--- src/hdl/core_pkg.sv ---
package core_pkg;

    // **************************************************************************
    // Widths and sizes
    // **************************************************************************
    typedef logic [31:0] word_t;
    typedef logic [4:0]  areg_t;
    typedef logic [5:0]  preg_t;

    localparam int NUM_PREGS  = 64;
    localparam int NUM_AREGS  = 32;
    // Tags 32 to 63 start out free
    localparam int FREE_DEPTH = 32;

    localparam areg_t LINK_AREG = 5'd31;

    // **************************************************************************
    // Opcode and function encodings
    // **************************************************************************
    localparam logic [5:0] OP_RTYPE = 6'h00;
    localparam logic [5:0] OP_J     = 6'h02;
    localparam logic [5:0] OP_JAL   = 6'h03;
    localparam logic [5:0] OP_BEQ   = 6'h04;
    localparam logic [5:0] OP_BNE   = 6'h05;
    localparam logic [5:0] OP_ADDIU = 6'h09;
    localparam logic [5:0] OP_ANDI  = 6'h0c;
    localparam logic [5:0] OP_ORI   = 6'h0d;
    localparam logic [5:0] OP_LUI   = 6'h0f;

    localparam logic [5:0] FN_SLL   = 6'h00;
    localparam logic [5:0] FN_SRL   = 6'h02;
    localparam logic [5:0] FN_JR    = 6'h08;
    localparam logic [5:0] FN_ADDU  = 6'h21;
    localparam logic [5:0] FN_SUBU  = 6'h23;
    localparam logic [5:0] FN_AND   = 6'h24;
    localparam logic [5:0] FN_OR    = 6'h25;
    localparam logic [5:0] FN_XOR   = 6'h26;
    localparam logic [5:0] FN_SLT   = 6'h2a;

    typedef enum logic [3:0] {
        ALU_ADD, ALU_SUB, ALU_AND, ALU_OR, ALU_XOR,
        ALU_SLT, ALU_SLL, ALU_SRL, ALU_LUI
    } alu_op_e;

    typedef enum logic [2:0] {
        BR_NONE, BR_EQ, BR_NE, BR_JUMP, BR_JREG
    } branch_e;

endpackage

--- src/hdl/pipe_if.sv ---
`timescale 1ns/1ns

// Decoded and renamed instruction, decode to execute
interface decode_bus_if;
    import core_pkg::*;

    logic       valid;
    word_t      pc;
    alu_op_e    alu_op;
    branch_e    branch;
    preg_t      src_a_tag;
    preg_t      src_b_tag;
    word_t      opnd_a;
    word_t      opnd_b;
    logic       use_imm;
    word_t      imm;
    logic [4:0] shamt;
    word_t      target;
    areg_t      dest_areg;
    preg_t      dest_tag;
    preg_t      old_tag;
    logic       reg_write;
    word_t      link_addr;
    logic       illegal;

    modport producer (output valid, pc, alu_op, branch, src_a_tag, src_b_tag, opnd_a, opnd_b,
                      use_imm, imm, shamt, target, dest_areg, dest_tag, old_tag, reg_write,
                      link_addr, illegal);
    modport consumer (input valid, pc, alu_op, branch, src_a_tag, src_b_tag, opnd_a, opnd_b,
                      use_imm, imm, shamt, target, dest_areg, dest_tag, old_tag, reg_write,
                      link_addr, illegal);
endinterface


--- src/hdl/instr_decoder.sv ---
`timescale 1ns/1ns

module instr_decoder (
    input  logic            CLK,
    input  logic            RESET,
    input  logic            instr_valid,
    input  core_pkg::word_t instr,
    input  core_pkg::word_t instr_pc,
    output logic            alloc,
    input  core_pkg::preg_t alloc_tag,
    output core_pkg::areg_t map_areg_a,
    output core_pkg::areg_t map_areg_b,
    input  core_pkg::preg_t map_tag_a,
    input  core_pkg::preg_t map_tag_b,
    output core_pkg::areg_t map_dest,
    input  core_pkg::preg_t map_old_tag,
    output core_pkg::preg_t rd_tag_a,
    output core_pkg::preg_t rd_tag_b,
    input  core_pkg::word_t rd_data_a,
    input  core_pkg::word_t rd_data_b,
    decode_bus_if.producer  dec
);
    import core_pkg::*;

    logic [5:0] opcode;
    logic [5:0] funct;
    word_t      pc_plus4;
    word_t      imm_sext;
    word_t      imm_zext;
    word_t      br_target;
    word_t      jmp_target;
    alu_op_e    alu_op;
    branch_e    branch;
    logic       use_imm;
    logic       sign_ext;
    logic       writes;
    logic       illegal;
    areg_t      dest;
    logic       reg_write;

    // **************************************************************************
    // Field split, immediates and targets
    // **************************************************************************
    assign opcode     = instr[31:26];
    assign funct      = instr[5:0];
    assign pc_plus4   = instr_pc + 32'd4;
    assign imm_sext   = {{16{instr[15]}}, instr[15:0]};
    assign imm_zext   = {16'h0000, instr[15:0]};
    assign br_target  = pc_plus4 + {imm_sext[29:0], 2'b00};
    // Jump stays inside the 256 MB region of the delay slot
    assign jmp_target = {pc_plus4[31:28], instr[25:0], 2'b00};

    always_comb begin
        alu_op   = ALU_ADD;
        branch   = BR_NONE;
        use_imm  = 1'b0;
        sign_ext = 1'b1;
        writes   = 1'b0;
        illegal  = 1'b0;
        dest     = instr[20:16];
        case (opcode)
            OP_RTYPE: begin
                dest   = instr[15:11];
                writes = 1'b1;
                case (funct)
                    FN_ADDU: alu_op = ALU_ADD;
                    FN_SUBU: alu_op = ALU_SUB;
                    FN_AND:  alu_op = ALU_AND;
                    FN_OR:   alu_op = ALU_OR;
                    FN_XOR:  alu_op = ALU_XOR;
                    FN_SLT:  alu_op = ALU_SLT;
                    FN_SLL:  alu_op = ALU_SLL;
                    FN_SRL:  alu_op = ALU_SRL;
                    FN_JR: begin
                        branch = BR_JREG;
                        writes = 1'b0;
                    end
                    default: begin
                        writes  = 1'b0;
                        illegal = 1'b1;
                    end
                endcase
            end
            OP_ADDIU: begin
                use_imm = 1'b1;
                writes  = 1'b1;
            end
            OP_ANDI, OP_ORI, OP_LUI: begin
                alu_op   = (opcode == OP_ANDI) ? ALU_AND :
                           (opcode == OP_ORI)  ? ALU_OR  : ALU_LUI;
                use_imm  = 1'b1;
                sign_ext = 1'b0;
                writes   = 1'b1;
            end
            OP_BEQ: branch = BR_EQ;
            OP_BNE: branch = BR_NE;
            OP_J:   branch = BR_JUMP;
            OP_JAL: begin
                branch = BR_JUMP;
                dest   = LINK_AREG;
                writes = 1'b1;
            end
            default: illegal = 1'b1;
        endcase
    end

    // Register 0 never gets a new tag
    assign reg_write  = writes && (dest != '0);
    assign alloc      = instr_valid && reg_write;
    assign map_dest   = dest;
    assign map_areg_a = instr[25:21];
    assign map_areg_b = instr[20:16];
    assign rd_tag_a   = map_tag_a;
    assign rd_tag_b   = map_tag_b;

    always_ff @(posedge CLK or negedge RESET) begin
        if (!RESET) begin
            dec.valid <= 1'b0;
        end else begin
            dec.valid <= instr_valid;
        end
    end

    always_ff @(posedge CLK) begin
        if (instr_valid) begin
            dec.pc        <= instr_pc;
            dec.alu_op    <= alu_op;
            dec.branch    <= branch;
            dec.src_a_tag <= map_tag_a;
            dec.src_b_tag <= map_tag_b;
            dec.opnd_a    <= rd_data_a;
            dec.opnd_b    <= rd_data_b;
            dec.use_imm   <= use_imm;
            dec.imm       <= sign_ext ? imm_sext : imm_zext;
            dec.shamt     <= instr[10:6];
            dec.target    <= (branch == BR_JUMP) ? jmp_target : br_target;
            dec.dest_areg <= reg_write ? dest : '0;
            dec.dest_tag  <= alloc_tag;
            dec.old_tag   <= map_old_tag;
            dec.reg_write <= reg_write;
            dec.link_addr <= instr_pc + 32'd8;
            dec.illegal   <= illegal;
        end
    end

endmodule

--- src/flat_wrapper.sv ---
// flat-port wrapper written by rule: the top's interface ports become plain ports
module instr_decoder_flat import core_pkg::*;
  (CLK, RESET, instr_valid, instr, instr_pc, alloc, alloc_tag, map_areg_a, map_areg_b, map_tag_a, map_tag_b, map_dest, map_old_tag, rd_tag_a, rd_tag_b, rd_data_a, rd_data_b, dec_valid, dec_pc, dec_alu_op, dec_branch, dec_src_a_tag, dec_src_b_tag, dec_opnd_a, dec_opnd_b, dec_use_imm, dec_imm, dec_shamt, dec_target, dec_dest_areg, dec_dest_tag, dec_old_tag, dec_reg_write, dec_link_addr, dec_illegal);
  decode_bus_if dec_i ();
  input  logic CLK;
  input  logic RESET;
  input  logic instr_valid;
  input  core_pkg::word_t instr;
  input  core_pkg::word_t instr_pc;
  output logic alloc;
  input  core_pkg::preg_t alloc_tag;
  output core_pkg::areg_t map_areg_a;
  output core_pkg::areg_t map_areg_b;
  input  core_pkg::preg_t map_tag_a;
  input  core_pkg::preg_t map_tag_b;
  output core_pkg::areg_t map_dest;
  input  core_pkg::preg_t map_old_tag;
  output core_pkg::preg_t rd_tag_a;
  output core_pkg::preg_t rd_tag_b;
  input  core_pkg::word_t rd_data_a;
  input  core_pkg::word_t rd_data_b;
  output wire logic [$bits(dec_i.valid)-1:0] dec_valid;
  output wire logic [$bits(dec_i.pc)-1:0] dec_pc;
  output wire logic [$bits(dec_i.alu_op)-1:0] dec_alu_op;
  output wire logic [$bits(dec_i.branch)-1:0] dec_branch;
  output wire logic [$bits(dec_i.src_a_tag)-1:0] dec_src_a_tag;
  output wire logic [$bits(dec_i.src_b_tag)-1:0] dec_src_b_tag;
  output wire logic [$bits(dec_i.opnd_a)-1:0] dec_opnd_a;
  output wire logic [$bits(dec_i.opnd_b)-1:0] dec_opnd_b;
  output wire logic [$bits(dec_i.use_imm)-1:0] dec_use_imm;
  output wire logic [$bits(dec_i.imm)-1:0] dec_imm;
  output wire logic [$bits(dec_i.shamt)-1:0] dec_shamt;
  output wire logic [$bits(dec_i.target)-1:0] dec_target;
  output wire logic [$bits(dec_i.dest_areg)-1:0] dec_dest_areg;
  output wire logic [$bits(dec_i.dest_tag)-1:0] dec_dest_tag;
  output wire logic [$bits(dec_i.old_tag)-1:0] dec_old_tag;
  output wire logic [$bits(dec_i.reg_write)-1:0] dec_reg_write;
  output wire logic [$bits(dec_i.link_addr)-1:0] dec_link_addr;
  output wire logic [$bits(dec_i.illegal)-1:0] dec_illegal;
  assign dec_valid = dec_i.valid;
  assign dec_pc = dec_i.pc;
  assign dec_alu_op = dec_i.alu_op;
  assign dec_branch = dec_i.branch;
  assign dec_src_a_tag = dec_i.src_a_tag;
  assign dec_src_b_tag = dec_i.src_b_tag;
  assign dec_opnd_a = dec_i.opnd_a;
  assign dec_opnd_b = dec_i.opnd_b;
  assign dec_use_imm = dec_i.use_imm;
  assign dec_imm = dec_i.imm;
  assign dec_shamt = dec_i.shamt;
  assign dec_target = dec_i.target;
  assign dec_dest_areg = dec_i.dest_areg;
  assign dec_dest_tag = dec_i.dest_tag;
  assign dec_old_tag = dec_i.old_tag;
  assign dec_reg_write = dec_i.reg_write;
  assign dec_link_addr = dec_i.link_addr;
  assign dec_illegal = dec_i.illegal;
  instr_decoder u_core (.CLK(CLK), .RESET(RESET), .instr_valid(instr_valid), .instr(instr), .instr_pc(instr_pc), .alloc(alloc), .alloc_tag(alloc_tag), .map_areg_a(map_areg_a), .map_areg_b(map_areg_b), .map_tag_a(map_tag_a), .map_tag_b(map_tag_b), .map_dest(map_dest), .map_old_tag(map_old_tag), .rd_tag_a(rd_tag_a), .rd_tag_b(rd_tag_b), .rd_data_a(rd_data_a), .rd_data_b(rd_data_b), .dec(dec_i));
endmodule
--- config.mk ---
export PLATFORM = sky130hd
export DESIGN_NAME = instr_decoder_flat
export DESIGN_NICKNAME = d
export VERILOG_FILES = /design/src/hdl/core_pkg.sv /design/src/hdl/pipe_if.sv /design/src/hdl/instr_decoder.sv /design/src/flat_wrapper.sv
export SDC_FILE = /design/constraint.sdc
export NUM_CORES = 1
export LEC_CHECK = 0
export ABC_AREA = 1
export BUFFER_PORTS_ARGS = -buffer_cell sky130_fd_sc_hd__clkbuf_2
export CAP_MARGIN = 20
export CORE_UTILIZATION = 25
export DETAILED_ROUTE_END_ITERATION = 12
export GPL_ROUTABILITY_DRIVEN = 0
export PLACE_DENSITY_LB_ADDON = 0.2
export SYNTH_ARGS = -nofsm -noshare
export SYNTH_HDL_FRONTEND = slang
export SYNTH_SLANG_ARGS = --single-unit
--- constraint.sdc ---
create_clock -name CLK -period 3.2 [get_ports CLK]
set_input_delay 0.64 -clock CLK [delete_from_list [all_inputs] [get_ports CLK]]
set_output_delay 0.64 -clock CLK [all_outputs]
set_load 0.005 [all_outputs]
=== Yosys cells after proc, flatten, opt, wreduce, memory -nomap -nowiden ===
Cells that the tools add are included.
Widths: inputs -> output; s select.

* Register bits after elaboration: 222
* Bits in latches: 0
* RAM bits: 0
* Memory bits (read-only): 0
* Input bits: 155
* Output and inout bits: 265
* Logic and storage cells: 65
* Memories kept: 0

* Add/subtract/negate cells: 3
* Multipliers: 0
* Div/mod/pow operators: 0
* $lt $le $gt $ge: 0
* Eq/ne operators: 17
* Shift-type cells: 0
* Multiplexer cells: 13
* Bitwise logic cells: 0
* Reductions and logical operators: 12

{| class="wikitable"
|+ Operators by type and width
! cell !! count
|-
| $eq 6x6->1 const B || 6
|-
| $add 32x3->32 const B || 1
|-
| $add 32x32->32 || 1
|-
| $add 32x4->32 const B || 1
|-
| $mux 32 || 1
|-
| $eq 6x4->1 const B || 5
|-
| $pmux 3 s7 || 1
|-
| $eq 6x2->1 const B || 3
|-
| $reduce_or 8->1 || 2
|-
| $eq 6x3->1 const B || 2
|-
| $logic_not 6->1 || 2
|-
| $pmux 3 s4 || 1
|-
| $pmux 5 s2 || 1
|-
| $reduce_or 9->1 || 1
|-
| $mux 4 || 2
|-
| $pmux 4 s2 || 1
|-
| $reduce_bool 5->1 || 1
|-
| $reduce_or 5->1 || 1
|-
| $pmux 1 s2 || 2
|-
| $reduce_or 4->1 || 1
|-
| $eq 3x2->1 const B || 1
|-
| $mux 1 || 3
|-
| $mux 3 || 1
|-
| $reduce_or 3->1 || 1
|-
| 2 further kinds || 3
|}

=== Longest topological paths before layout ===
* Depth after elaboration: 6
* Gate-level depth with buffers: 25
* Mapped depth without buffers: 25

=== Worst setup path before layout ===
Ideal clock, no wire load.

* Path type: input to register
* Start point: in instr_pc[2]
* End point: reg u_core.dec.target[26] in the netlist's numbering (data pin)
* Library setup time: 0.254 ns
* Data arrival time: 2.780 ns
* Data required time: 2.946 ns
* Path slack: 0.166 ns
* Stages on the path: 21
* Path buffers: 0
* Cells stage by stage: ha_1 -> inv_1 -> nor2_2 -> nand2_2 -> inv_1 -> nand2_2 -> inv_2 -> nand3_2 -> nor2_2 -> nand2_1 -> xor2_1 -> ha_1 -> nand2_1 -> nor3_1 -> inv_1 -> nor2_1 -> nand3_1 -> nand3_1 -> nand2_1 -> nand3_1 -> nand2_1

* Cells in the longest elaborated chain, start to end: 3

{| class="wikitable"
|+ RTL lines
! what !! RTL line !! text
|-
| start: declaration || flat_wrapper.sv:9 || <nowiki>input core_pkg::word_t instr_pc;</nowiki>
|-
| $add 32x3->32 || instr_decoder.sv:46 || <nowiki>assign pc_plus4 = instr_pc + 32'd4;</nowiki>
|-
| $add 32x32->32 || instr_decoder.sv:49 || <nowiki>assign br_target = pc_plus4 + {imm_sext[29:0], 2'b00};</nowiki>
|-
| $mux 32 || instr_decoder.sv:136 || <nowiki>dec.target <= (branch == BR_JUMP) ? jmp_target : br_target;</nowiki>
|-
| end signal: assignment || instr_decoder.sv:136 ||
|-
| end: declaration || pipe_if.sv:27 || <nowiki>use_imm, imm, shamt, target, dest_areg, dest_tag, old_tag, reg_write,</nowiki>
|}

No other way between the ends.
A chain may end at the register's enable or synchronous reset.

=== Final worst setup path ===
* Start point: in instr_pc[3]
* End point: reg u_core.dec.target[28] in the netlist's numbering (data pin)

* Cells in the longest elaborated chain, start to end: 3

{| class="wikitable"
|+ RTL lines
! what !! RTL line
|-
| $add 32x3->32 * || instr_decoder.sv:46
|-
| $add 32x32->32 || instr_decoder.sv:49
|-
| $mux 32 * || instr_decoder.sv:136
|}

Mark *: on every way between the ends. The rest lies on a longest branch, timed or not.

==> flow_metrics.py <==
metrics = {
    "drt": {
        "viasPerCell": 4.21,
        "drt-initial-drc-count": 399,
        "wl_per_cell_um": 17.4,
        "ant_nets": 0,
        "detailroute.via_count": 8995,
        "drc_errors": 0,
        "drtPass1Iterations": 6,
        "routed_wl_mm": 37.1,
    },
    "die": {
        "core_um2": 42000,
        "fp.dieW_um": 209,
        "die_area_um2": 43600,
        "die_h_um": 209,
        "initial_utilization": 0.254,
        "num_rows": 75,
        "num_io_pins": 420,
    },
    "sta": {
        "setup_ws_ns": 0.173,
        "max_freq_mhz": 330,
        "slew_violations": 0,
        "relSlewSlack": 0.464,
        "hold_viol": 0,
        "period_minus_slack_ns": 3.03,
        "tightestPinTransition_ns": 0.803,
        "period_share": 0.946,
        "setup_viol": 0,
    },
    "run": {
        "maxCapViolations": 0,
    },
    "clocking": {
        "cts_made_buffers": 27,
        "clk_pin_slew_ns": 0.06,
        "cts_tree": "built",
        "clock_sinks": 214,
        "cts_max_level": 1,
        "clk_path_buf_depth": 3,
        "ctsRootBufferMaster": "clkbuf_16",
    },
    "global_routing": {
        "grt_max_degree": 105,
        "grt_pass1_vias": 8683,
        "grt.overflow.total": 0,
        "grt_pass1_wl_mm": 53.1,
        "track_usage": 0.163,
        "antenna_found_initial": 0,
    },
    "synthesis": {
        "syn_area_um2": 10700,
        "postSynthCellCount": 1024,
        "yosysWarnings": 0,
        "seq_area_frac_synth": 0.601,
        "synth.top_cells.by_area": "edfxtp_1 60%, nand2_1 9.0%, inv_1 4.2%, ha_1 4.1%, buf_4 3.2%",
        "netlist_top_cells_count": "255 x nand2_1, 213 x edfxtp_1, 119 x inv_1, 72 x nor2_1, 62 x nand3_1",
        "async_reset_ff_frac": 0.00467,
        "synth_edf_count": 213,
        "ys_ff_latch": 214,
        "avgSynthCellArea_um2": 10.4,
        "yosysTopAreaCell": "edfxtp_1",
        "yosysMostFrequentCell": "nand2_1",
        "synth.lib_cells_used.distinct": 40,
        "synthesis.nets": 1215,
        "synth_ff_type": "edfxtp_1",
        "synth_top_cell_area_share": 0.599,
    },
    "worst_setup_path": {
        "critPathKind": "in2reg",
        "crit_path_start_kind": "input pin",
        "worst_ep_arrival_time_ns": 3.33,
        "end_kind": "flip-flop",
        "crit_required_ns": 3.50,
        "crit_path_max_fanout": 4,
    },
    "status": {
        "status": "complete, no violations",
    },
    "finish": {
        "instances_no_fill": 2136,
        "drive_above_1_share": 0.436,
        "syn_to_final_growth_pct": 44.2,
        "antenna_cells": 0,
        "fin_nets": 1767,
    },
    "placed_design": {
        "post-place-ws_ns": -0.619,
        "portBuffers": 419,
        "hpwl_mm": 29.4,
        "placedCellCount": 2082,
    },
    "power_and_ir_drop": {
        "powerDensity_nw_per_um2": 513,
        "leakagePower_nw": 7.23,
        "vdd_drop_max_v": 0.000346,
    },
    "worst_hold_path": {
        "min_path_type": "in2reg",
    },
}
layout by cell type (no fill, tap or decap), drive strengths merged, types with 2 or more instances in the layout:
master / Yosys / routed
xnor2: 18 / 18
nand3b: 3 / 3
clkbuf: 3 / 453
o211ai: 2 / 2
o21bai: 5 / 5
nor3: 12 / 12
or2: 7 / 7
nand3: 64 / 64
o21ai: 33 / 33
nand2: 264 / 264
a21oi: 32 / 32
clkinvlp: 0 / 3
nor2: 89 / 89
a31oi: 3 / 3
nand4: 12 / 12
xor2: 36 / 36
bufinv: 0 / 2
nor4: 4 / 4
mux2i: 2 / 2
edfxtp: 213 / 213
ha: 35 / 35
inv: 128 / 130
clkinv: 1 / 8
buf: 50 / 158
registers in the layout, summed over array words and instances (netlist names), 5 cells and up:
name	count
u_core.dec.dest_tag	6
u_core.dec.opnd_a	32
u_core.dec.src_b_tag	6
u_core.dec.opnd_b	32
u_core.dec.link_addr	32
u_core.dec.imm	13
u_core.dec.target	32
u_core.dec.old_tag	6
u_core.dec.dest_areg	5
u_core.dec.pc	29
u_core.dec.src_a_tag	6
cells by family (layout without fill, tap and decap cells):
logic type | Yosys count | after routing | share of synthesized area
and+or+nand+nor | 456 | 456 | 0.188
DFF | 214 | 214 | 0.601
buffers and inverters | 182 | 755 | 0.0809
adders and majority gates | 36 | 36 | 0.0429
AOI/OAI and AO/OA | 80 | 80 | 0.0409
muxes | 2 | 2 | 0.00187
xor gates and xnor gates | 54 | 54 | 0.0443
critical path: stages:
cell and delay [ns]:
buf_2 0.16, ha_4 0.17, inv_1 0.06, nor2_4 0.11
inv_2 0.07, nor2_2 0.15, nand3_1 0.13, xor2_1 0.26
nand2_1 0.07, o21ai_0 0.09, ha_1 0.34, a21oi_1 0.27
o21ai_0 0.19, nand2_1 0.10, nand2_1 0.05, a21oi_1 0.19
nand3_1 0.11, nand3_1 0.09, nand2_1 0.07
worst paths after layout:
check | start | endpoint | slack [ns] | cells past startpoint
max | instr_pc[3] | u_core.dec.target[28] | 0.17 | 19
min | rd_data_b[3] | u_core.dec.opnd_b[3] | 0.26 | 1
max in group asynchronous | RESET | u_core.dec.valid | 2.68 | 2
min in group asynchronous | RESET | u_core.dec.valid | 0.42 | 2
timing repair:
item,4_1_cts,5_1_grt
gates resized for setup,4,45
hold buffers,1,0
buffers inserted,0,3
endpoints found under the setup margin,3,14
pin swaps,0,7
endpoints found under the hold margin,1,0
power breakdown:
part           switching [mW]  internal (mW)
sequential             0.0804           3.38
clock                    1.22           1.81
combinational           0.781          0.636
cell type report:
| cell class | count | area [µm²] |
|---|---|---|
| clock inverter | 14 | 135 |
| clock buffer | 36 | 749 |
| fill | 4315 | 26600 |
| inverter | 129 | 484 |
| timing repair buffer | 576 | 3330 |
| tap | 539 | 674 |
| multi-input combinational | 628 | 3610 |
| sequential | 214 | 6420 |
stage by stage:
| step | area [µm²] | TNS [ns] | power, mW | util | hold slack [ns] |
|---|---|---|---|---|---|
| 2_1_floorplan | 10700 | 0 | 4.06 | - | 0.344 |
| 3_3_place_gp | 14300 | -9.00 | 4.92 | 0.339 | 0.445 |
| 3_5_place_dp | 14300 | -8.98 | 4.92 | 0.339 | 0.444 |
| 4_1_cts | 15200 | 0 | 8.02 | 0.361 | 0.219 |
| 5_1_grt | 15400 | -0.0117 | 8.27 | 0.366 | 0.227 |
| 6_report | 15400 | 0 | 7.90 | 0.366 | 0.265 |
metal layers:
layer	up-vias	wire length (µm)	share of wire	global-route usage
li1	4501	-	-	-
met1	4172	15300	0.41	0.194
met2	285	18900	0.51	0.296
met3	37	2320	0.062	0.0350
met4	0	605	0.016	0.0380
met5	-	0	0	0
Power figures use the tool's default switching activity.
